[src/mania_pkg.sv]
//~~~~~~~~~~~~~~~~~~~~~~~~~~~~~~~~~~~~~~~~~~~~~~~~~~~~~~~~~~
// shared widths, BRAM word shapes, timing constants and the
// start-up state type of the rhythm game core
// imported by wildcard in every RTL module header
//~~~~~~~~~~~~~~~~~~~~~~~~~~~~~~~~~~~~~~~~~~~~~~~~~~~~~~~~~~
`default_nettype none

package mania_pkg;

	localparam int BYTE_W = 8;        // stream byte and song byte
	localparam int DB_ADDR_W = 13;
	localparam int DT_ADDR_W = 12;

	typedef logic [23:0] db_word_t;   // beatmap BRAM word
	typedef logic [31:0] dt_word_t;   // timing BRAM word

	localparam int NUM_SECTIONS = 4;
	typedef logic [1:0] sec_sel_t;

	localparam int SONG_LEN_W = 20;

	// aux info codes sent with a stream restart
	localparam logic [BYTE_W-1:0] AUX_BEATMAP = BYTE_W'(0);
	localparam logic [BYTE_W-1:0] AUX_TIMING = BYTE_W'(3);

	// scaled down for simulation, hardware uses 2267 and 66150
	localparam int SAMPLE_PERIOD = 16;
	localparam int PLAY_DELAY = 6;

	localparam int READ_SLOTS = 4;    // cycles per table read

	typedef enum logic [2:0] {
		s_idle,
		s_song_restart,
		s_load_db,
		s_load_dt,
		s_scan,
		s_play
	} boot_state_t;

endpackage

`default_nettype wire
[src/mania_core.sv]
//~~~~~~~~~~~~~~~~~~~~~~~~~~~~~~~~~~~~~~~~~~~~~~~~~~~~~~~~~~
// top of the rhythm game start-up and playback core
// connects both BRAM loaders, the table indexer, the audio
// pacer and the start-up FSM to the stream and BRAM pins
//~~~~~~~~~~~~~~~~~~~~~~~~~~~~~~~~~~~~~~~~~~~~~~~~~~~~~~~~~~
`timescale 1ns/1ps
`default_nettype none

module mania_core
	import mania_pkg::*;
(
	input  logic CLK,
	input  logic RESET_L,
	input  logic [BYTE_W-1:0] song_selection,
	input  logic [BYTE_W-1:0] pre_data_in,
	input  logic pre_data_ready,
	input  logic pre_transmit_finished,
	input  logic [BYTE_W-1:0] song_data_in,
	input  logic song_data_ready,
	input  db_word_t db_b_data_out,
	input  dt_word_t dt_b_data_out,
	input  sec_sel_t sec_sel,
	output logic pre_request_data,
	output logic pre_restart,
	output logic [BYTE_W-1:0] pre_init_index,
	output logic [BYTE_W-1:0] pre_init_aux_info,
	output logic song_restart,
	output logic [BYTE_W-1:0] song_init_index,
	output logic song_request_data,
	output logic [DB_ADDR_W-1:0] db_a_addr,
	output db_word_t db_a_data_in,
	output logic db_a_en_w,
	output logic [DB_ADDR_W-1:0] db_b_addr,
	output logic db_b_en,
	output logic [DT_ADDR_W-1:0] dt_a_addr,
	output dt_word_t dt_a_data_in,
	output logic dt_a_en_w,
	output logic [DT_ADDR_W-1:0] dt_b_addr,
	output logic dt_b_en,
	output logic [DB_ADDR_W-1:0] sec_size,
	output logic [DB_ADDR_W-1:0] sec_base,
	output logic [BYTE_W-1:0] MAIN_AUDIO_OUT,
	output logic AUDIO_EN
);
	logic db_loader_start, db_loader_done, db_ld_request_data, db_ld_restart;
	logic [BYTE_W-1:0] db_ld_init_index, db_ld_init_aux_info;
	logic [DB_ADDR_W-1:0] db_ld_a_addr;
	db_word_t db_ld_a_data;
	logic db_ld_a_wen;
	logic dt_loader_start, dt_loader_done, dt_ld_request_data, dt_ld_restart;
	logic [BYTE_W-1:0] dt_ld_init_index, dt_ld_init_aux_info;
	logic [DT_ADDR_W-1:0] dt_ld_a_addr;
	dt_word_t dt_ld_a_data;
	logic dt_ld_a_wen;
	logic index_start, index_done, play_start;
	logic [DB_ADDR_W-1:0] idx_db_b_addr;
	logic idx_db_b_en;
	logic [DT_ADDR_W-1:0] idx_dt_b_addr;
	logic idx_dt_b_en;
	logic [SONG_LEN_W-1:0] song_length;

	assign song_init_index = song_selection;

	bram_loader #(.word_t(db_word_t), .addr_w(DB_ADDR_W), .aux_code(AUX_BEATMAP)) db_loader (
		.CLK(CLK), .RESET_L(RESET_L), .start(db_loader_start),
		.song_selection(song_selection), .pre_data_in(pre_data_in),
		.pre_data_ready(pre_data_ready), .pre_transmit_finished(pre_transmit_finished),
		.done(db_loader_done), .pre_request_data(db_ld_request_data),
		.pre_restart(db_ld_restart), .pre_init_index(db_ld_init_index),
		.pre_init_aux_info(db_ld_init_aux_info),
		.a_addr(db_ld_a_addr), .a_data(db_ld_a_data), .a_wen(db_ld_a_wen)
	);

	bram_loader #(.word_t(dt_word_t), .addr_w(DT_ADDR_W), .aux_code(AUX_TIMING)) dt_loader (
		.CLK(CLK), .RESET_L(RESET_L), .start(dt_loader_start),
		.song_selection(song_selection), .pre_data_in(pre_data_in),
		.pre_data_ready(pre_data_ready), .pre_transmit_finished(pre_transmit_finished),
		.done(dt_loader_done), .pre_request_data(dt_ld_request_data),
		.pre_restart(dt_ld_restart), .pre_init_index(dt_ld_init_index),
		.pre_init_aux_info(dt_ld_init_aux_info),
		.a_addr(dt_ld_a_addr), .a_data(dt_ld_a_data), .a_wen(dt_ld_a_wen)
	);

	map_indexer map_index0 (
		.CLK(CLK), .RESET_L(RESET_L), .start(index_start),
		.db_b_data(db_b_data_out), .dt_b_data(dt_b_data_out), .sec_sel(sec_sel),
		.done(index_done),
		.db_b_addr(idx_db_b_addr), .db_b_en(idx_db_b_en),
		.dt_b_addr(idx_dt_b_addr), .dt_b_en(idx_dt_b_en),
		.sec_size(sec_size), .sec_base(sec_base),
		.song_length(song_length),
		.note_count()   // kept inside the indexer, no pin
	);

	audio_pacer pacer0 (
		.CLK(CLK), .RESET_L(RESET_L), .start(play_start),
		.song_length(song_length),
		.song_data_in(song_data_in), .song_data_ready(song_data_ready),
		.song_request_data(song_request_data),
		.MAIN_AUDIO_OUT(MAIN_AUDIO_OUT), .AUDIO_EN(AUDIO_EN)
	);

	// every sequencer port has a same-named net here
	boot_sequencer boot0 (.*);

endmodule

`default_nettype wire

[src/boot_sequencer.sv]
//~~~~~~~~~~~~~~~~~~~~~~~~~~~~~~~~~~~~~~~~~~~~~~~~~~~~~~~~~~
// start-up FSM: song restart, beatmap load, timing load,
// table scan, playback. hands the prefetch stream and the
// BRAM ports to whichever worker owns the current state
//~~~~~~~~~~~~~~~~~~~~~~~~~~~~~~~~~~~~~~~~~~~~~~~~~~~~~~~~~~
`timescale 1ns/1ps
`default_nettype none

module boot_sequencer
	import mania_pkg::*;
(
	input  logic CLK,
	input  logic RESET_L,
	input  logic db_loader_done,
	input  logic dt_loader_done,
	input  logic index_done,
	input  logic db_ld_request_data,
	input  logic db_ld_restart,
	input  logic [BYTE_W-1:0] db_ld_init_index,
	input  logic [BYTE_W-1:0] db_ld_init_aux_info,
	input  logic dt_ld_request_data,
	input  logic dt_ld_restart,
	input  logic [BYTE_W-1:0] dt_ld_init_index,
	input  logic [BYTE_W-1:0] dt_ld_init_aux_info,
	input  logic [DB_ADDR_W-1:0] db_ld_a_addr,
	input  db_word_t db_ld_a_data,
	input  logic db_ld_a_wen,
	input  logic [DT_ADDR_W-1:0] dt_ld_a_addr,
	input  dt_word_t dt_ld_a_data,
	input  logic dt_ld_a_wen,
	input  logic [DB_ADDR_W-1:0] idx_db_b_addr,
	input  logic idx_db_b_en,
	input  logic [DT_ADDR_W-1:0] idx_dt_b_addr,
	input  logic idx_dt_b_en,
	output logic song_restart,
	output logic db_loader_start,
	output logic dt_loader_start,
	output logic index_start,
	output logic play_start,
	output logic pre_request_data,
	output logic pre_restart,
	output logic [BYTE_W-1:0] pre_init_index,
	output logic [BYTE_W-1:0] pre_init_aux_info,
	output logic [DB_ADDR_W-1:0] db_a_addr,
	output db_word_t db_a_data_in,
	output logic db_a_en_w,
	output logic [DT_ADDR_W-1:0] dt_a_addr,
	output dt_word_t dt_a_data_in,
	output logic dt_a_en_w,
	output logic [DB_ADDR_W-1:0] db_b_addr,
	output logic db_b_en,
	output logic [DT_ADDR_W-1:0] dt_b_addr,
	output logic dt_b_en
);
	boot_state_t state;
	boot_state_t next_state;
	boot_state_t last_state;
	logic entered;

	always_ff @(posedge CLK) begin
		if (!RESET_L) begin
			state <= s_idle;
			last_state <= s_idle;
		end else begin
			state <= next_state;
			last_state <= state;
		end
	end

	always_comb begin
		next_state = state;
		case (state)
			s_idle:         next_state = s_song_restart;
			s_song_restart: next_state = s_load_db;
			s_load_db:
				if (db_loader_done)
					next_state = s_load_dt;
			s_load_dt:
				if (dt_loader_done)
					next_state = s_scan;
			s_scan:
				if (index_done)
					next_state = s_play;
			s_play:         next_state = s_play;   // held until reset
			default:        next_state = s_idle;
		endcase
	end

	// one start pulse on the first cycle of each worker state
	assign entered = state != last_state;
	assign song_restart = state == s_song_restart;
	assign db_loader_start = entered && state == s_load_db;
	assign dt_loader_start = entered && state == s_load_dt;
	assign index_start = entered && state == s_scan;
	assign play_start = entered && state == s_play;

	always_comb begin
		pre_request_data = 1'b0;
		pre_restart = 1'b0;
		pre_init_index = '0;
		pre_init_aux_info = '0;
		db_a_addr = '0;
		db_a_data_in = '0;
		db_a_en_w = 1'b0;
		dt_a_addr = '0;
		dt_a_data_in = '0;
		dt_a_en_w = 1'b0;
		db_b_addr = '0;
		db_b_en = 1'b0;
		dt_b_addr = '0;
		dt_b_en = 1'b0;
		case (state)
			s_load_db: begin
				pre_request_data = db_ld_request_data;
				pre_restart = db_ld_restart;
				pre_init_index = db_ld_init_index;
				pre_init_aux_info = db_ld_init_aux_info;
				db_a_addr = db_ld_a_addr;
				db_a_data_in = db_ld_a_data;
				db_a_en_w = db_ld_a_wen;
			end
			s_load_dt: begin
				pre_request_data = dt_ld_request_data;
				pre_restart = dt_ld_restart;
				pre_init_index = dt_ld_init_index;
				pre_init_aux_info = dt_ld_init_aux_info;
				dt_a_addr = dt_ld_a_addr;
				dt_a_data_in = dt_ld_a_data;
				dt_a_en_w = dt_ld_a_wen;
			end
			s_scan: begin
				db_b_addr = idx_db_b_addr;
				db_b_en = idx_db_b_en;
				dt_b_addr = idx_dt_b_addr;
				dt_b_en = idx_dt_b_en;
			end
			default: ;
		endcase
	end

endmodule

`default_nettype wire

[src/audio_pacer.sv]
//~~~~~~~~~~~~~~~~~~~~~~~~~~~~~~~~~~~~~~~~~~~~~~~~~~~~~~~~~~
// audio playback pacing: sample tick divider, start delay,
// one song byte request per tick until the song is done
//~~~~~~~~~~~~~~~~~~~~~~~~~~~~~~~~~~~~~~~~~~~~~~~~~~~~~~~~~~
`timescale 1ns/1ps
`default_nettype none

module audio_pacer
	import mania_pkg::*;
(
	input  logic CLK,
	input  logic RESET_L,
	input  logic start,
	input  logic [SONG_LEN_W-1:0] song_length,
	input  logic [BYTE_W-1:0] song_data_in,
	input  logic song_data_ready,
	output logic song_request_data,
	output logic [BYTE_W-1:0] MAIN_AUDIO_OUT,
	output logic AUDIO_EN
);
	localparam int DIV_W = $clog2(SAMPLE_PERIOD);
	localparam int DLY_W = $clog2(PLAY_DELAY + 1);

	logic [DIV_W-1:0] div_cnt;
	logic [DLY_W-1:0] delay_cnt;
	logic [SONG_LEN_W-1:0] req_cnt;
	logic tick;
	logic delay_over;
	logic all_sent;
	logic req_fire;

	assign tick = AUDIO_EN && div_cnt == DIV_W'(SAMPLE_PERIOD - 1);
	assign delay_over = delay_cnt == DLY_W'(PLAY_DELAY);
	assign all_sent = req_cnt == song_length;
	assign req_fire = tick && delay_over && !all_sent;

	always_ff @(posedge CLK) begin
		if (!RESET_L) begin
			AUDIO_EN <= 1'b0;
			song_request_data <= 1'b0;
			div_cnt <= '0;
			delay_cnt <= '0;
			req_cnt <= '0;
		end else begin
			song_request_data <= req_fire;
			if (start) begin
				AUDIO_EN <= 1'b1;
				div_cnt <= '0;
				delay_cnt <= '0;
				req_cnt <= '0;
			end else if (AUDIO_EN) begin
				div_cnt <= tick ? '0 : div_cnt + 1'b1;
				if (tick && !delay_over)
					delay_cnt <= delay_cnt + 1'b1;   // silent samples
				if (req_fire)
					req_cnt <= req_cnt + 1'b1;
				// stops after the last request, an empty song stops at its first tick
				if ((song_request_data && all_sent) || (tick && delay_over && all_sent))
					AUDIO_EN <= 1'b0;
			end
		end
	end

	always_ff @(posedge CLK) begin
		if (!RESET_L)
			MAIN_AUDIO_OUT <= '0;
		else if (song_data_ready)
			MAIN_AUDIO_OUT <= song_data_in;
	end

endmodule

`default_nettype wire

[src/map_indexer.sv]
//~~~~~~~~~~~~~~~~~~~~~~~~~~~~~~~~~~~~~~~~~~~~~~~~~~~~~~~~~~
// walks the beatmap section size table and the timing header
// over port B, four cycles per read, and keeps the section
// sizes and bases, the note count and the song length
//~~~~~~~~~~~~~~~~~~~~~~~~~~~~~~~~~~~~~~~~~~~~~~~~~~~~~~~~~~
`timescale 1ns/1ps
`default_nettype none

module map_indexer
	import mania_pkg::*;
(
	input  logic CLK,
	input  logic RESET_L,
	input  logic start,
	input  db_word_t db_b_data,
	input  dt_word_t dt_b_data,
	input  sec_sel_t sec_sel,
	output logic done,
	output logic [DB_ADDR_W-1:0] db_b_addr,
	output logic db_b_en,
	output logic [DT_ADDR_W-1:0] dt_b_addr,
	output logic dt_b_en,
	output logic [DB_ADDR_W-1:0] sec_size,
	output logic [DB_ADDR_W-1:0] sec_base,
	output logic [SONG_LEN_W-1:0] song_length,
	output logic [DT_ADDR_W-1:0] note_count
);
	localparam int SLOT_W = $clog2(READ_SLOTS);

	logic active;
	logic timing_phase;        // header reads after the size table
	sec_sel_t idx;
	sec_sel_t prev;
	logic [SLOT_W-1:0] slot;
	logic last_slot;
	logic [DB_ADDR_W-1:0] size_q [NUM_SECTIONS];
	logic [DB_ADDR_W-1:0] base_q [NUM_SECTIONS];

	assign prev = idx - 1'b1;
	assign last_slot = slot == SLOT_W'(READ_SLOTS - 1);

	// size word of a section sits just past the end of the one before
	assign db_b_addr = (idx == '0) ? '0 : base_q[prev] + size_q[prev];
	assign db_b_en = active && !timing_phase;
	assign dt_b_addr = DT_ADDR_W'(idx[0]);   // 0 note count, 1 song length
	assign dt_b_en = active && timing_phase;

	assign sec_size = size_q[sec_sel];
	assign sec_base = base_q[sec_sel];

	always_ff @(posedge CLK) begin
		if (!RESET_L) begin
			active <= 1'b0;
			timing_phase <= 1'b0;
			idx <= '0;
			slot <= '0;
			done <= 1'b0;
		end else begin
			done <= active && timing_phase && idx[0] && last_slot;
			if (start) begin
				active <= 1'b1;
				timing_phase <= 1'b0;
				idx <= '0;
				slot <= '0;
			end else if (active) begin
				slot <= last_slot ? '0 : slot + 1'b1;
				if (last_slot) begin
					idx <= idx + 1'b1;
					if (!timing_phase && idx == sec_sel_t'(NUM_SECTIONS - 1)) begin
						timing_phase <= 1'b1;
						idx <= '0;
					end else if (timing_phase && idx[0]) begin
						active <= 1'b0;
						idx <= '0;
					end
				end
			end
		end
	end

	// read data settles by slot 2, taken in slot 3
	always_ff @(posedge CLK) begin
		if (active && last_slot) begin
			if (!timing_phase) begin
				size_q[idx] <= db_b_data[DB_ADDR_W-1:0];
				base_q[idx] <= (idx == '0) ? DB_ADDR_W'(1) : db_b_addr + 1'b1;
			end else if (idx[0]) begin
				song_length <= dt_b_data[SONG_LEN_W-1:0];
			end else begin
				note_count <= dt_b_data[DT_ADDR_W-1:0];
			end
		end
	end

endmodule

`default_nettype wire

[src/bram_loader.sv]
//~~~~~~~~~~~~~~~~~~~~~~~~~~~~~~~~~~~~~~~~~~~~~~~~~~~~~~~~~~
// fills one BRAM from the prefetch byte stream
// restarts the stream, fetches one byte per request, packs
// bytes msb first and writes each full word on port A
//~~~~~~~~~~~~~~~~~~~~~~~~~~~~~~~~~~~~~~~~~~~~~~~~~~~~~~~~~~
`timescale 1ns/1ps
`default_nettype none

module bram_loader
	import mania_pkg::*;
#(
	parameter type word_t = db_word_t,
	parameter int addr_w = DB_ADDR_W,
	parameter logic [BYTE_W-1:0] aux_code = AUX_BEATMAP
) (
	input  logic CLK,
	input  logic RESET_L,
	input  logic start,
	input  logic [BYTE_W-1:0] song_selection,
	input  logic [BYTE_W-1:0] pre_data_in,
	input  logic pre_data_ready,
	input  logic pre_transmit_finished,
	output logic done,
	output logic pre_request_data,
	output logic pre_restart,
	output logic [BYTE_W-1:0] pre_init_index,
	output logic [BYTE_W-1:0] pre_init_aux_info,
	output logic [addr_w-1:0] a_addr,
	output word_t a_data,
	output logic a_wen
);
	localparam int WORD_W = $bits(word_t);
	localparam int BYTES = WORD_W / BYTE_W;
	localparam int CNT_W = $clog2(BYTES + 1);

	logic busy;
	logic [CNT_W-1:0] byte_cnt;
	logic [addr_w-1:0] wr_addr;
	word_t word_q;

	assign pre_init_index = song_selection;
	assign pre_init_aux_info = aux_code;
	assign a_addr = wr_addr;
	assign a_data = word_q;

	always_ff @(posedge CLK) begin
		if (!RESET_L) begin
			busy <= 1'b0;
			done <= 1'b0;
			pre_restart <= 1'b0;
			pre_request_data <= 1'b0;
			byte_cnt <= '0;
			wr_addr <= '0;
			a_wen <= 1'b0;
		end else begin
			pre_restart <= start;
			// first request right after restart, then one per answered byte
			pre_request_data <= pre_restart || (busy && pre_data_ready);
			done <= busy && pre_transmit_finished;
			a_wen <= 1'b0;
			if (a_wen)
				wr_addr <= wr_addr + 1'b1;
			if (start) begin
				busy <= 1'b1;
				byte_cnt <= '0;
				wr_addr <= '0;
			end else if (busy && pre_transmit_finished) begin
				busy <= 1'b0;
			end else if (busy && pre_data_ready) begin
				if (byte_cnt == CNT_W'(BYTES - 1)) begin
					byte_cnt <= '0;
					a_wen <= 1'b1;     // word complete
				end else begin
					byte_cnt <= byte_cnt + 1'b1;
				end
			end
		end
	end

	always_ff @(posedge CLK) begin
		if (busy && pre_data_ready)
			word_q <= {word_q[WORD_W-BYTE_W-1:0], pre_data_in};
	end

endmodule

`default_nettype wire

[config.mk]
export PLATFORM = sky130hd
export DESIGN_NAME = mania_core
export DESIGN_NICKNAME = d
export VERILOG_FILES = /design/src/mania_pkg.sv /design/src/mania_core.sv /design/src/boot_sequencer.sv /design/src/audio_pacer.sv /design/src/map_indexer.sv /design/src/bram_loader.sv
export SDC_FILE = /design/constraint.sdc
export NUM_CORES = 1
export LEC_CHECK = 0
export BUFFER_PORTS_ARGS = -buffer_cell sky130_fd_sc_hd__buf_2
export CAP_MARGIN = 10
export CORE_MARGIN = 5
export CORE_UTILIZATION = 59
export CTS_CLUSTER_DIAMETER = 120
export DETAILED_ROUTE_END_ITERATION = 8
export GPL_TIMING_DRIVEN = 0
export MAX_ROUTING_LAYER = met4
export PLACE_DENSITY = 0.93
export SLEW_MARGIN = 25
export SYNTH_ARGS = -nofsm -noshare
export SYNTH_HDL_FRONTEND = slang
export SYNTH_SLANG_ARGS = --single-unit
export TNS_END_PERCENT = 1
[constraint.sdc]
create_clock -name CLK -period 10.36 [get_ports CLK]
set_input_delay 0 -clock CLK [delete_from_list [all_inputs] [get_ports CLK]]
set_output_delay 0 -clock CLK [all_outputs]
set_load 0.05 [all_outputs]
* After elaboration in Yosys (flattened, before gate mapping) *
Memories as Yosys holds them, arrays and structs flattened.
Cells that the tools add are included.

cells by class
  muxes and demuxes = 43
  add/sub/neg operators = 12
  equality and inequality tests = 16
  reduce and logical (&&, ||, !) cells = 46
  bitwise gates (word level) = 5

operators with widths
  cell                                                                    count
  13-bit two-way mux                                                      4
  32-bit two-way mux                                                      1
  13-bit by 1-bit adder with 13-bit output (second input constant)        2
  24-bit two-way mux                                                      1
  1-bit two-way mux                                                       22
  1-bit logical AND                                                       21
  20-bit by 1-bit adder with 20-bit output (second input constant)        1
  20-bit equality test                                                    1
  3-bit case mux with 6 select lines                                      1
  13-bit adder                                                            1
  12-bit by 1-bit adder with 12-bit output (second input constant)        1
  12-bit two-way mux                                                      1
  3-bit two-way mux                                                       4
  2-bit two-way mux                                                       5
  2-bit AND reduction                                                     5
  2-bit OR reduction                                                      5
  3-bit by 2-bit equality test with 1-bit output (second input constant)  3
  3-bit equality test (second input constant)                             3
  3-bit AND reduction                                                     3
  8-bit two-way mux                                                       1
  4-bit OR reduction                                                      2
  2-bit by 1-bit adder with 2-bit output (second input constant)          3
  3-bit by 1-bit adder with 3-bit output (second input constant)          2
  2-bit equality test (second input constant)                             3
  other kinds (14)                                                        26

storage, ports and cells
  register bits after elaboration = 166
  output and inout bits = 173
  memories = 2
  RAM bits = 104
  input bits = 87
  logic and storage cells = 154

memories
  name               words  width  read ports  clocked after memory_dff  write ports  RTL line           RTL
  map_index0.base_q  4      13     2           0                         1            map_indexer.sv:37  logic [DB_ADDR_W-1:0] base_q [NUM_SECTIONS];
  map_index0.size_q  4      13     2           0                         1            map_indexer.sv:36  logic [DB_ADDR_W-1:0] size_q [NUM_SECTIONS];

* Depth between registers and ports, before layout *
Gate-level depths: netlist (run 1).

  depth after elaboration = 8
  mapped depth = 17
  gate-level depth less buffers = 15

* By module *
Synthesis (run 1) repeated with hierarchy kept, for this count alone.

unflattened totals
  cell total of the unflattened synthesis = 1,057
  area, all modules = 13,568.0 sq um

by module, submodules not included
  module                    area an instance (sq um)  seq. area each (sq um)  times used  cells an instance
  map_indexer               6,685.2                   4,224.1                 1           381
  bram_loader at dt_loader  1,925.6                   1,361.3                 1           135
  audio_pacer               1,908.1                   740.7                   1           218
  bram_loader at db_loader  1,666.6                   1,121.1                 1           129
  boot_sequencer            1,322.5                   120.1                   1           186
  mania_core                60.1                      0.0                     1           8

* Worst setup path before layout (run 1) *
No wires, ideal clock.

  path type = reg-to-reg
  from = register map_index0.idx[0]
  to = memory map_index0.base_q[0][11] (data pin)
  cell stages (with the launch flop) = 16
  data required time = 10.181 ns
  buffers on the path = 4
  data arrival time = 4.348 ns
  path slack = 5.833 ns
  setup time = 0.179 ns
  clock period less this slack = 4.527 ns
  cell sequence = dfxtp_1 -> buf_1 -> inv_1 -> ha_1 -> clkbuf_1 -> clkbuf_1 -> mux4_2 -> ha_1 -> buf_6 -> a21o_1 -> a21oi_2 -> mux2i_1 -> a41o_1 -> or3_1 -> or4_1 -> a21oi_1

on the way
  cells in the longest elaborated chain, start to end = 6
  elaborated cells between the ends (all ways) = 8
  classes of those cells = 3 x add/sub; 2 x mux; 1 x reduce/logical; 2 x memory

ends and longest elaborated chain
  what                                              RTL line           RTL
  start, declared                                   map_indexer.sv:32  sec_sel_t idx;
  start signal, assigned                            map_indexer.sv:68  idx <= idx + 1'b1;
  2-bit by 1-bit subtractor with 2-bit output       map_indexer.sv:39  assign prev = idx - 1'b1;
  memory read 4 x 13 bit, on equally long branches  n/a
  13-bit adder                                      map_indexer.sv:43  assign db_b_addr = (idx == '0) ? '0 : base_q[prev] + size_q[prev];
  13-bit two-way mux                                map_indexer.sv:43
  13-bit by 1-bit adder with 13-bit output          map_indexer.sv:86  base_q[idx] <= (idx == '0) ? DB_ADDR_W'(1) : db_b_addr + 1'b1;
  13-bit two-way mux (*)                            map_indexer.sv:86
  end, declared                                     map_indexer.sv:37

Mark *: on every way between the ends. The rest lies on a longest branch, timed or not.

* Worst setup path in the final report (run 1) *
  from = register map_index0.idx[0]
  to = memory map_index0.base_q[3][11] (data pin)

The elaborated chain is that of the path after synthesis.

==> results of run 1 <==
==> cells by family after synthesis <==
| group | count (synthesis) | share of synthesized area [%] |
|---|---|---|
| AND/OR/NAND/NOR | 366 | 15.2 |
| flip-flops | 270 | 58.0 |
| buffers and inverters | 92 | 3.64 |
| XOR/XNOR | 83 | 5.85 |
| multiplexers | 71 | 10.9 |
| AO/OA/AOI/OAI | 68 | 3.69 |
| adder cells (fa/ha/maj) | 26 | 2.68 |
| other | 1 | 0.0302 |
==> critical path, stage by stage (launching register included) <==
cell and delay (ps):
dfxtp_1 430, buf_1 570, inv_1 180, ha_1 310, clkbuf_1 400, buf_1 590, mux4_2 440, ha_1 400
nand2b_1 120, a211oi_1 510, o21ai_1 260, xnor2_1 250, nand4b_1 210, or4_1 490, a21oi_1 320
==> metrics by stage <==
stage / hold WS (ps) / setup slack (ps) / total power [mW] / std cells
2_1_floorplan: 98.9 / 5830 / 1.33 / 993
3_3_place_gp: 177 / 4970 / 1.39 / 1484
3_5_place_dp: 178 / 4740 / 1.39 / 1485
4_1_cts: 1.20 / 4700 / 2.42 / 1590
5_1_grt: 90.8 / 4310 / 2.49 / 1590
6_report: 61.2 / 4640 / 2.42 / 1590
==> per-layer routing <==
| layer | share of wire, % | vias up | wire, um |
|---|---|---|---|
| met1 | 36 | 4542 | 11800 |
| met3 | 9.4 | 129 | 3100 |
| met4 | 3.7 | 0 | 1240 |
| met5 | 0 | - | 0 |
| met2 | 51 | 603 | 17000 |
| li1 | - | 4198 | - |
==> worst max path at each step <==
stage / start / endpoint / slack (ps)
3_5_place_dp: map_index0.idx[0]$_SDFFE_PP0P_ / map_index0.base_q[2][11]$_DFFE_PP_ / 4740
6_report: map_index0.idx[0]$_SDFFE_PP0P_ / map_index0.base_q[3][11]$_DFFE_PP_ / 4640
2_1_floorplan: map_index0.idx[0]$_SDFFE_PP0P_ / map_index0.base_q[0][11]$_DFFE_PP_ / 5830
3_3_place_gp: map_index0.idx[0]$_SDFFE_PP0P_ / map_index0.base_q[1][11]$_DFFE_PP_ / 4970
4_1_cts: map_index0.idx[0]$_SDFFE_PP0P_ / map_index0.base_q[3][11]$_DFFE_PP_ / 4700
5_1_grt: map_index0.idx[0]$_SDFFE_PP0P_ / map_index0.base_q[2][11]$_DFFE_PP_ / 4310
==> state kept, by name (all words and copies together), names as in the netlist, 4 cells and up <==
name                    cells
db_loader.a_addr           13
db_loader.a_data           24
pacer0.req_cnt             20
dt_loader.a_addr           12
pacer0.MAIN_AUDIO_OUT       8
map_index0.base_q          52
map_index0.song_length     20
dt_loader.a_data           32
map_index0.size_q          52
pacer0.div_cnt              4
==> repair_timing <==
item | in CTS | in global routing
endpoints found under the hold margin | 111 | 0
hold buffers | 53 | 0
gates resized for setup | 0 | 0
buffers inserted | 0 | 0
endpoints found under the setup margin | 0 | 0
==> power breakdown <==
group	switching (mW)	internal (mW)	total (mW)	leakage [nW]
combinational	0.169	0.0688	0.238	3.57
clock	0.418	0.612	1.03	0.471
sequential	0.00519	1.15	1.16	2.34
total	0.592	1.83	2.42	6.38
==> cell type report <==
cell class	instances	area [sq um]	share of cell area, %
clock inverters	10	109	0.707
well taps	275	344	2.23
repair buffers	270	1620	10.5
inverters	18	67.6	0.439
clock buffers	42	842	5.47
flip-flops and latches	270	7210	46.8
plain buffers	74	387	2.51
multi-input cells	631	4830	31.3
==> placed cells by master, fill, tap and decap left out, types with 28 or more instances in the layout <==
| master | n |
|---|---|
| xnor2_1 | 28 |
| clkbuf_1 | 41 |
| nor2_1 | 103 |
| xor2_1 | 55 |
| clkbuf_16 | 30 |
| edfxtp_1 | 180 |
| and3_1 | 99 |
| buf_2 | 217 |
| mux4_2 | 51 |
| nand2_1 | 53 |
| dlygate4sd3_1 | 53 |
| dfxtp_1 | 90 |
==> run metrics, run 1 <==
TNS Setup 0 ps; Tightest Hold Check Type in -> reg; first-pass GRT wire length 52200 um; crit path max fanout 10; Vias 9472; DR pass1 iterations 6; final period utilization 55.3%; layer with the highest usage met2; Synth async-reset ratio 0%; Hold Path Stages 3; DR iter-0 viols 828; maximum clock rate 175 MHz; CTS Sinks 270; worst skew pair latency 540 ps; status complete, no violations; CTS tree built; largest net degree at the start of global routing 36; gp weighted congestion 0.876; endpoints failing setup 0; r2r worst-path depth 14; P&R area growth vs syn 24.1%; power per cell area 157 nW/um^2; Die Width 155 um; clock skew 27.0 ps; hpwl dp 21100 um; synth top area cells edfxtp_1 (44%), dfxtp_1 (15%), mux4_2 (9.3%); global route overflow 0; clock buffer depth 3; layout cells sized above 1 27.7%; Die Area 24000 sq um; peak supply drop 156 uV; Post-DP Area 13900 sq um; Worst R2R End map_index0.base_q[3][11]$_DFFE_PP_; final instance area 15400 sq um; Max-Cap Viols 0; WL per Instance 20.9 um; syn avg cell area 12.7 sq um; WHS Endpoint pacer0.MAIN_AUDIO_OUT[4]$_SDFFE_PN0P_; R2R setup slack 4640 ps; Unique masters post-synth 59; M2 GR Usage 48.0%; Die Span Y 155 um; Final Hold Vio Count 0; flops & latches, synth 270; clock slew at reported path FFs 60 ps; critical path arrival 6030 ps; Final #Nets 1406; post-synth top area share 43.5%; Lkg Pwr 6.38 nW; Root Driver clkbuf_16; Worst EP required 10670 ps; H-tree levels 1; most common cell in the netlist edfxtp_1; Core Area 20900 sq um; Core Util, Final 73.8%; RR Startpoint map_index0.idx[0]$_SDFFE_PP0P_; filler instances 1244; Hold Crit Start song_data_ready; EDFF count, synth 180; YS warnings 0; max-slew violations 0; gr usage total 27.9%; min cycle time layout 5720 ps; worst slew pin tran 875 ps; mapped cell area 12400 sq um; grt met3 use 4.73%; initial antenna violation count 0; ys flop type edfxtp_1; row count 53; DR vias/cell 5.96; drt drc 0; RSZ-0062 raised after global routing false; Post-synth top cells edfxtp_1 (180), nor2_1 (104), and3_1 (99), dfxtp_1 (90), xor2_1 (55); crit path kind reg -> reg; type of destination of the critical path flop; Initial Util 59.4%; IO Pins 260; TritonCTS buffer count 28; post-synth top area cell edfxtp_1; type of origin of the critical path flop; number of global-route vias before repair 9726; register area share after synthesis 58.0%; met1 Use GR 33.6%; antenna cells 0; Port Buffer Count 216; Mapped Cells 977; ANT nets after route 0; Worst slew margin 41.2%; Post-Route WL 33200 um
No activity file was read; power rests on OpenSTA's default activity.
==> run 2, diff against run 1 <==
Settings changed: ABC_AREA set to 1, CORE_UTILIZATION 59 to 50, PLACE_DENSITY 0.93 to 0.84.
Clock period 10.36 ns to 5.1 ns, I/O delays scaled along.
==> run 2 against run 1 <==
Sequential power is 110% higher. Flip-flop and latch count stayed put. First-iteration DRC count is 56% higher. Global-route usage is 2.6 points lower. Area after synthesis is 5.5% higher. Critical endpoint is now db_b_addr[12].
==> run metrics, run 2 <==
Final #Nets 1917; first-pass GRT wire length 57600 um; most common cell in the netlist nor2_1; final period utilization 98.1%; Initial Util 50.5%; row count 59; Lkg Pwr 6.94 nW; largest net degree at the start of global routing 33; Tightest Hold Check Type in -> reg; IO Pins 260; Root Driver clkbuf_16; status complete, no violations; Post-Layout Cell Count 2161; WL per Instance 17.5 um; most frequent cell on the critical path nand2_1; global route overflow 0; filler instances 2036; H-tree levels 1; clock skew 27.0 ps; ys flop type edfxtp_1; initial antenna violation count 0; syn avg cell area 8.95 sq um; Port Buffer Count 217; gr usage total 25.2%; synth top area cells edfxtp_1 (41%), dfxtp_1 (14%), nor2_1 (8.3%); Vias 11700; Unique masters post-synth 51; Post-Route WL 37900 um; Core Area 25900 sq um; YS warnings 0; EDFF count, synth 180; ANT nets after route 0; TNS Setup 0 ps; clock buffer depth 3; post-synth top area share 41.3%; max-slew violations 0; P&R area growth vs syn 25.9%; endpoints failing setup 0; type of destination of the critical path output pin; mapped cell area 13100 sq um; most frequent cells in the layout nor2_1 (285), buf_2 (228), edfxtp_1 (180), inv_1 (178), nand2_1 (168); maximum clock rate 200 MHz; flops & latches, synth 270; DR iter-0 viols 1288; min cycle time layout 5000 ps; power per cell area 344 nW/um^2; Slowest cell on crit path ha_1; placed insts 2037; critical path arrival 5000 ps; Die Width 172 um; TritonCTS buffer count 29; worst skew pair latency 540 ps; crit path max fanout 10; drt drc 0; hpwl dp 25200 um; CTS Sinks 270; CTS tree built; worst slew pin tran 1000 ps; Die Area 29500 sq um; Mapped Cells 1464; sequence of cells on the critical path clkbuf_1 -> clkinvlp_4 -> ha_1 -> clkinv_1 -> clkbuf_2 -> o21ai_0 -> o22ai_1 -> ha_1 -> nand2_1 -> nor2_1 -> nand3_1 -> nand2_1 -> a21oi_1 -> nand2_1 -> nand2_1 -> nor2_1 -> inv_1 -> nor2_1 -> buf_2; antenna cells 0; final instance area 16500 sq um; type of origin of the critical path flop; crit path kind reg -> out; Max-Cap Viols 0; Worst EP required 5100 ps; Synth async-reset ratio 0%; layout cells sized above 1 20.4%; Final Hold Vio Count 0; most common cell after layout, fill and taps aside nor2_1; register area share after synthesis 55.0%; post-synth top area cell edfxtp_1; Post-DP Area 14800 sq um; DR pass1 iterations 6; DR vias/cell 5.43; Die Span Y 172 um; Crit path largest cell delay 490 ps; clock slew at reported path FFs 60 ps; Worst slew margin 33.1%; peak supply drop 409 uV; Post-synth top cells nor2_1 (290), edfxtp_1 (180), inv_1 (180), nand2_1 (168), o21ai_0 (118); number of global-route vias before repair 11500; gp weighted congestion 0.968
[run 2: per-layer routing]
metal | GRT usage [%] | share of wire (%) | wire length, um | vias to the layer above
met4 | 10.3 | 3.8 | 1460 | 0
met3 | 4.85 | 10 | 3950 | 134
li1 | - | - | - | 5480
met1 | 30.2 | 37 | 14000 | 5422
met5 | - | 0 | 0 | -
met2 | 42.2 | 49 | 18500 | 706
[run 2: worst paths after layout]
check                           depth (start not counted)                              endpoint  slack, ps                            from
worst max-delay path                                   19                         db_b_addr[12]        100  map_index0.idx[0]$_SDFFE_PP0P_
worst max register to register                         21    map_index0.base_q[0][12]$_DFFE_PP_        210  map_index0.idx[0]$_SDFFE_PP0P_
worst min-delay path                                    2  map_index0.song_length[10]$_DFFE_PP_        170               dt_b_data_out[10]
worst min register to register                          0        dt_loader.a_data[26]$_DFFE_PP_        450  dt_loader.a_data[18]$_DFFE_PP_
[run 2: final cells by class]
type,count,area [sq um],share of cell area (%)
clock inverters,18,165,1.00
multi-input cells,937,4820,29.3
clock buffers,35,790,4.79
inverters,189,717,4.35
flip-flops and latches,270,7210,43.7
well taps,335,419,2.54
repair buffers,294,1920,11.7
plain buffers,83,445,2.70
[run 2: worst max-delay path: cells and delay by family (launching register included)]
| kind | cells | cell delay, ps |
|---|---|---|
| buffers and inverters | 6 | 1850 |
| DFF | 1 | 460 |
| adders and majority gates | 2 | 880 |
| and+or+nand+nor | 8 | 860 |
| AOI/OAI and AO/OA | 3 | 390 |
[run 2: where the power goes]
group / internal, mW / total [mW] / leakage [nW] / switching, mW
Sequential: 2.41 / 2.45 / 2.39 / 0.0392
Combinational: 0.255 / 1.12 / 4.08 / 0.862
Clock: 1.25 / 2.10 / 0.472 / 0.856
Total: 3.91 / 5.67 / 6.94 / 1.76
[run 2: per-stage QoR]
step	hold slack [ps]	util, %	setup slack, ps	power, mW
2_1_floorplan	98.9	-	1240	3.27
3_3_place_gp	177	56.6	105	3.52
3_5_place_dp	179	57.2	43.4	3.55
4_1_cts	148	63.5	59.4	5.66
5_1_grt	169	63.6	-19.4	5.86
6_report	173	63.6	96.0	5.67
[run 2: kinds of logic after synthesis]
family	count (synthesis)	share of synthesized area, %
compound gates	251	10.5
fa+ha+maj	26	2.54
xor+xnor	57	3.81
simple gates	585	19.1
other cells	1	0.0286
buf+inv	273	8.86
mux	1	0.0764
flops	270	55.0
[run 2: timing repair]
action,in CTS,in global routing
pin swaps,0,0
endpoints found under the hold margin,111,0
setup endpoints to repair,11,19
hold buffers,68,0
resized for setup,2,1
buffers inserted,0,4
==> run 3, diff against run 2 <==
Settings changed: CORE_MARGIN 5 to unset.
==> run 3 against run 2 <==
Routed wire length decreased by 2.6%. Clock power decreased by 7%. Sequential power hardly changed. Power fell by 2.6%. Cell area shrank 0.68%. Fmax grew 6.0%. Register-to-register slack better by 310 ps. Critical endpoint unchanged. Largest power group unchanged.
==> run metrics, run 3 (synthesized netlist as in run 2, its figures left out) <==
NetSw 1.74 mW; Int Pwr 3.78 mW; Tightest Hold Check Type in -> reg; Core Util, Final 64.3%; critical path arrival 4720 ps; Die Area 26800 sq um; drt drc 0; peak supply drop 415 uV; endpoints failing setup 0; layout cells sized above 1 20.2%; final period utilization 92.6%; min cycle time layout 4720 ps; Lkg Pwr 6.89 nW; row count 58; global route overflow 0; Final Hold Slack 180 ps; clock buffer depth 3; maximum clock rate 212 MHz; ANT nets after route 0; crit path max fanout 10; type of origin of the critical path flop; clock slew at reported path FFs 60 ps; Vias 11700; max-slew violations 0; Port Buffer Count 217; crit path kind reg -> out; H-tree levels 1; status complete, no violations; Max-Cap Viols 0; initial antenna violation count 0; WL per Instance 17.2 um; CTS tree built; worst slew pin tran 919 ps; P&R area growth vs syn 25.0%; DR iter-0 viols 1263; RSZ-0062 raised after global routing false; sequential share of power 44.3%; R2R setup slack 520 ps; combinational share of power 20.2%; Die Span Y 164 um; gr usage total 27.7%; first-pass GRT wire length 56200 um; DR vias/cell 5.44; Final Hold Vio Count 0; most common cell after layout, fill and taps aside nor2_1; hpwl dp 24300 um; sw frac 31.5%; number of global-route vias before repair 11200; largest net degree at the start of global routing 33; Final #Nets 1913; clock skew 11.3 ps; Worst EP required 5100 ps; Root Driver clkbuf_16; most frequent cells in the layout nor2_1 (285), buf_2 (228), edfxtp_1 (180), inv_1 (178), nand2_1 (168); IO Pins 260; gp weighted congestion 0.973; Worst slew margin 38.7%; TritonCTS buffer count 27; CTS Sinks 270; type of destination of the critical path output pin; worst skew pair latency 530 ps; Clock Power Share 35.5%; power per cell area 337 nW/um^2; Post-Route WL 36900 um; Core Area 25500 sq um; DR pass1 iterations 8; Die Width 164 um; Initial Util 51.4%
## run 3: area by class of cell
cell class              count  area (sq um)
clock buffers              31           691
flip-flops and latches    270          7210
diodes                      1          2.50
multi-input cells         937          4820
repair buffers            292          1900
fillers                  1917          9100
plain buffers              83           448
well taps                 330           413
clock inverters            18           170
inverters                 189           717
## run 3: metrics by stage
stage,power [mW],TNS [ps],cell area [sq um],std cells,setup slack (ps)
4_1_cts,5.51,0,16300,2147,4.32
3_3_place_gp,3.53,0,14700,2027,46.0
5_1_grt,5.69,0,16400,2150,109
2_1_floorplan,3.27,0,13200,1480,1240
3_5_place_dp,3.54,-975,14800,2032,-96.5
6_report,5.52,0,16400,2151,378
## run 3: worst paths after layout
| kind | startpoint | endpoint | depth (start not counted) |
|---|---|---|---|
| setup reg to reg | map_index0.idx[0]$_SDFFE_PP0P_ | map_index0.base_q[3][10]$_DFFE_PP_ | 17 |
| hold reg to reg | db_loader.a_data[7]$_DFFE_PP_ | db_loader.a_data[15]$_DFFE_PP_ | 0 |
| hold / removal | dt_b_data_out[5] | map_index0.song_length[5]$_DFFE_PP_ | 2 |
| setup / recovery | map_index0.idx[0]$_SDFFE_PP0P_ | db_b_addr[12] | 18 |
## run 3: what timing repair did
action / 4_1_cts / 5_1_grt
setup endpoints to repair: 25 / 23
hold buffers: 67 / 0
resized for setup: 3 / 3
endpoints found under the hold margin: 110 / 0
setup buffers: 0 / 3
## run 3: power by group through the flow
stage | registers (mW) | clock network [mW] | logic (mW)
2_1_floorplan | 2.50 | 0 | 0.776
3_3_place_gp | 2.48 | 0 | 1.04
3_5_place_dp | 2.49 | 0 | 1.05
4_1_cts | 2.44 | 1.97 | 1.10
5_1_grt | 2.45 | 2.06 | 1.18
6_report | 2.44 | 1.96 | 1.12
## run 3: worst max-delay path, cell delays in order, from the launching register on
cell	delay, ps
dfxtp_1	450
clkbuf_2	290
clkinvlp_4	180
ha_1	450
clkinv_1	360
clkbuf_2	380
o21ai_0	160
o22ai_1	140
ha_1	400
nand2_1	140
inv_1	50
a21oi_1	160
nand2_1	100
a21oi_1	220
nor2_1	60
nor2_1	130
inv_1	120
nor2_1	110
buf_2	280
## run 3: per-layer routing
layer / routed length (um) / vias to the layer above / global-route usage [%]
li1: - / 5466 / -
met1: 14100 / 5408 / 32.8
met2: 17700 / 659 / 46.0
met3: 3540 / 159 / 5.03
met4: 1570 / 0 / 12.6
met5: 0 / - / -
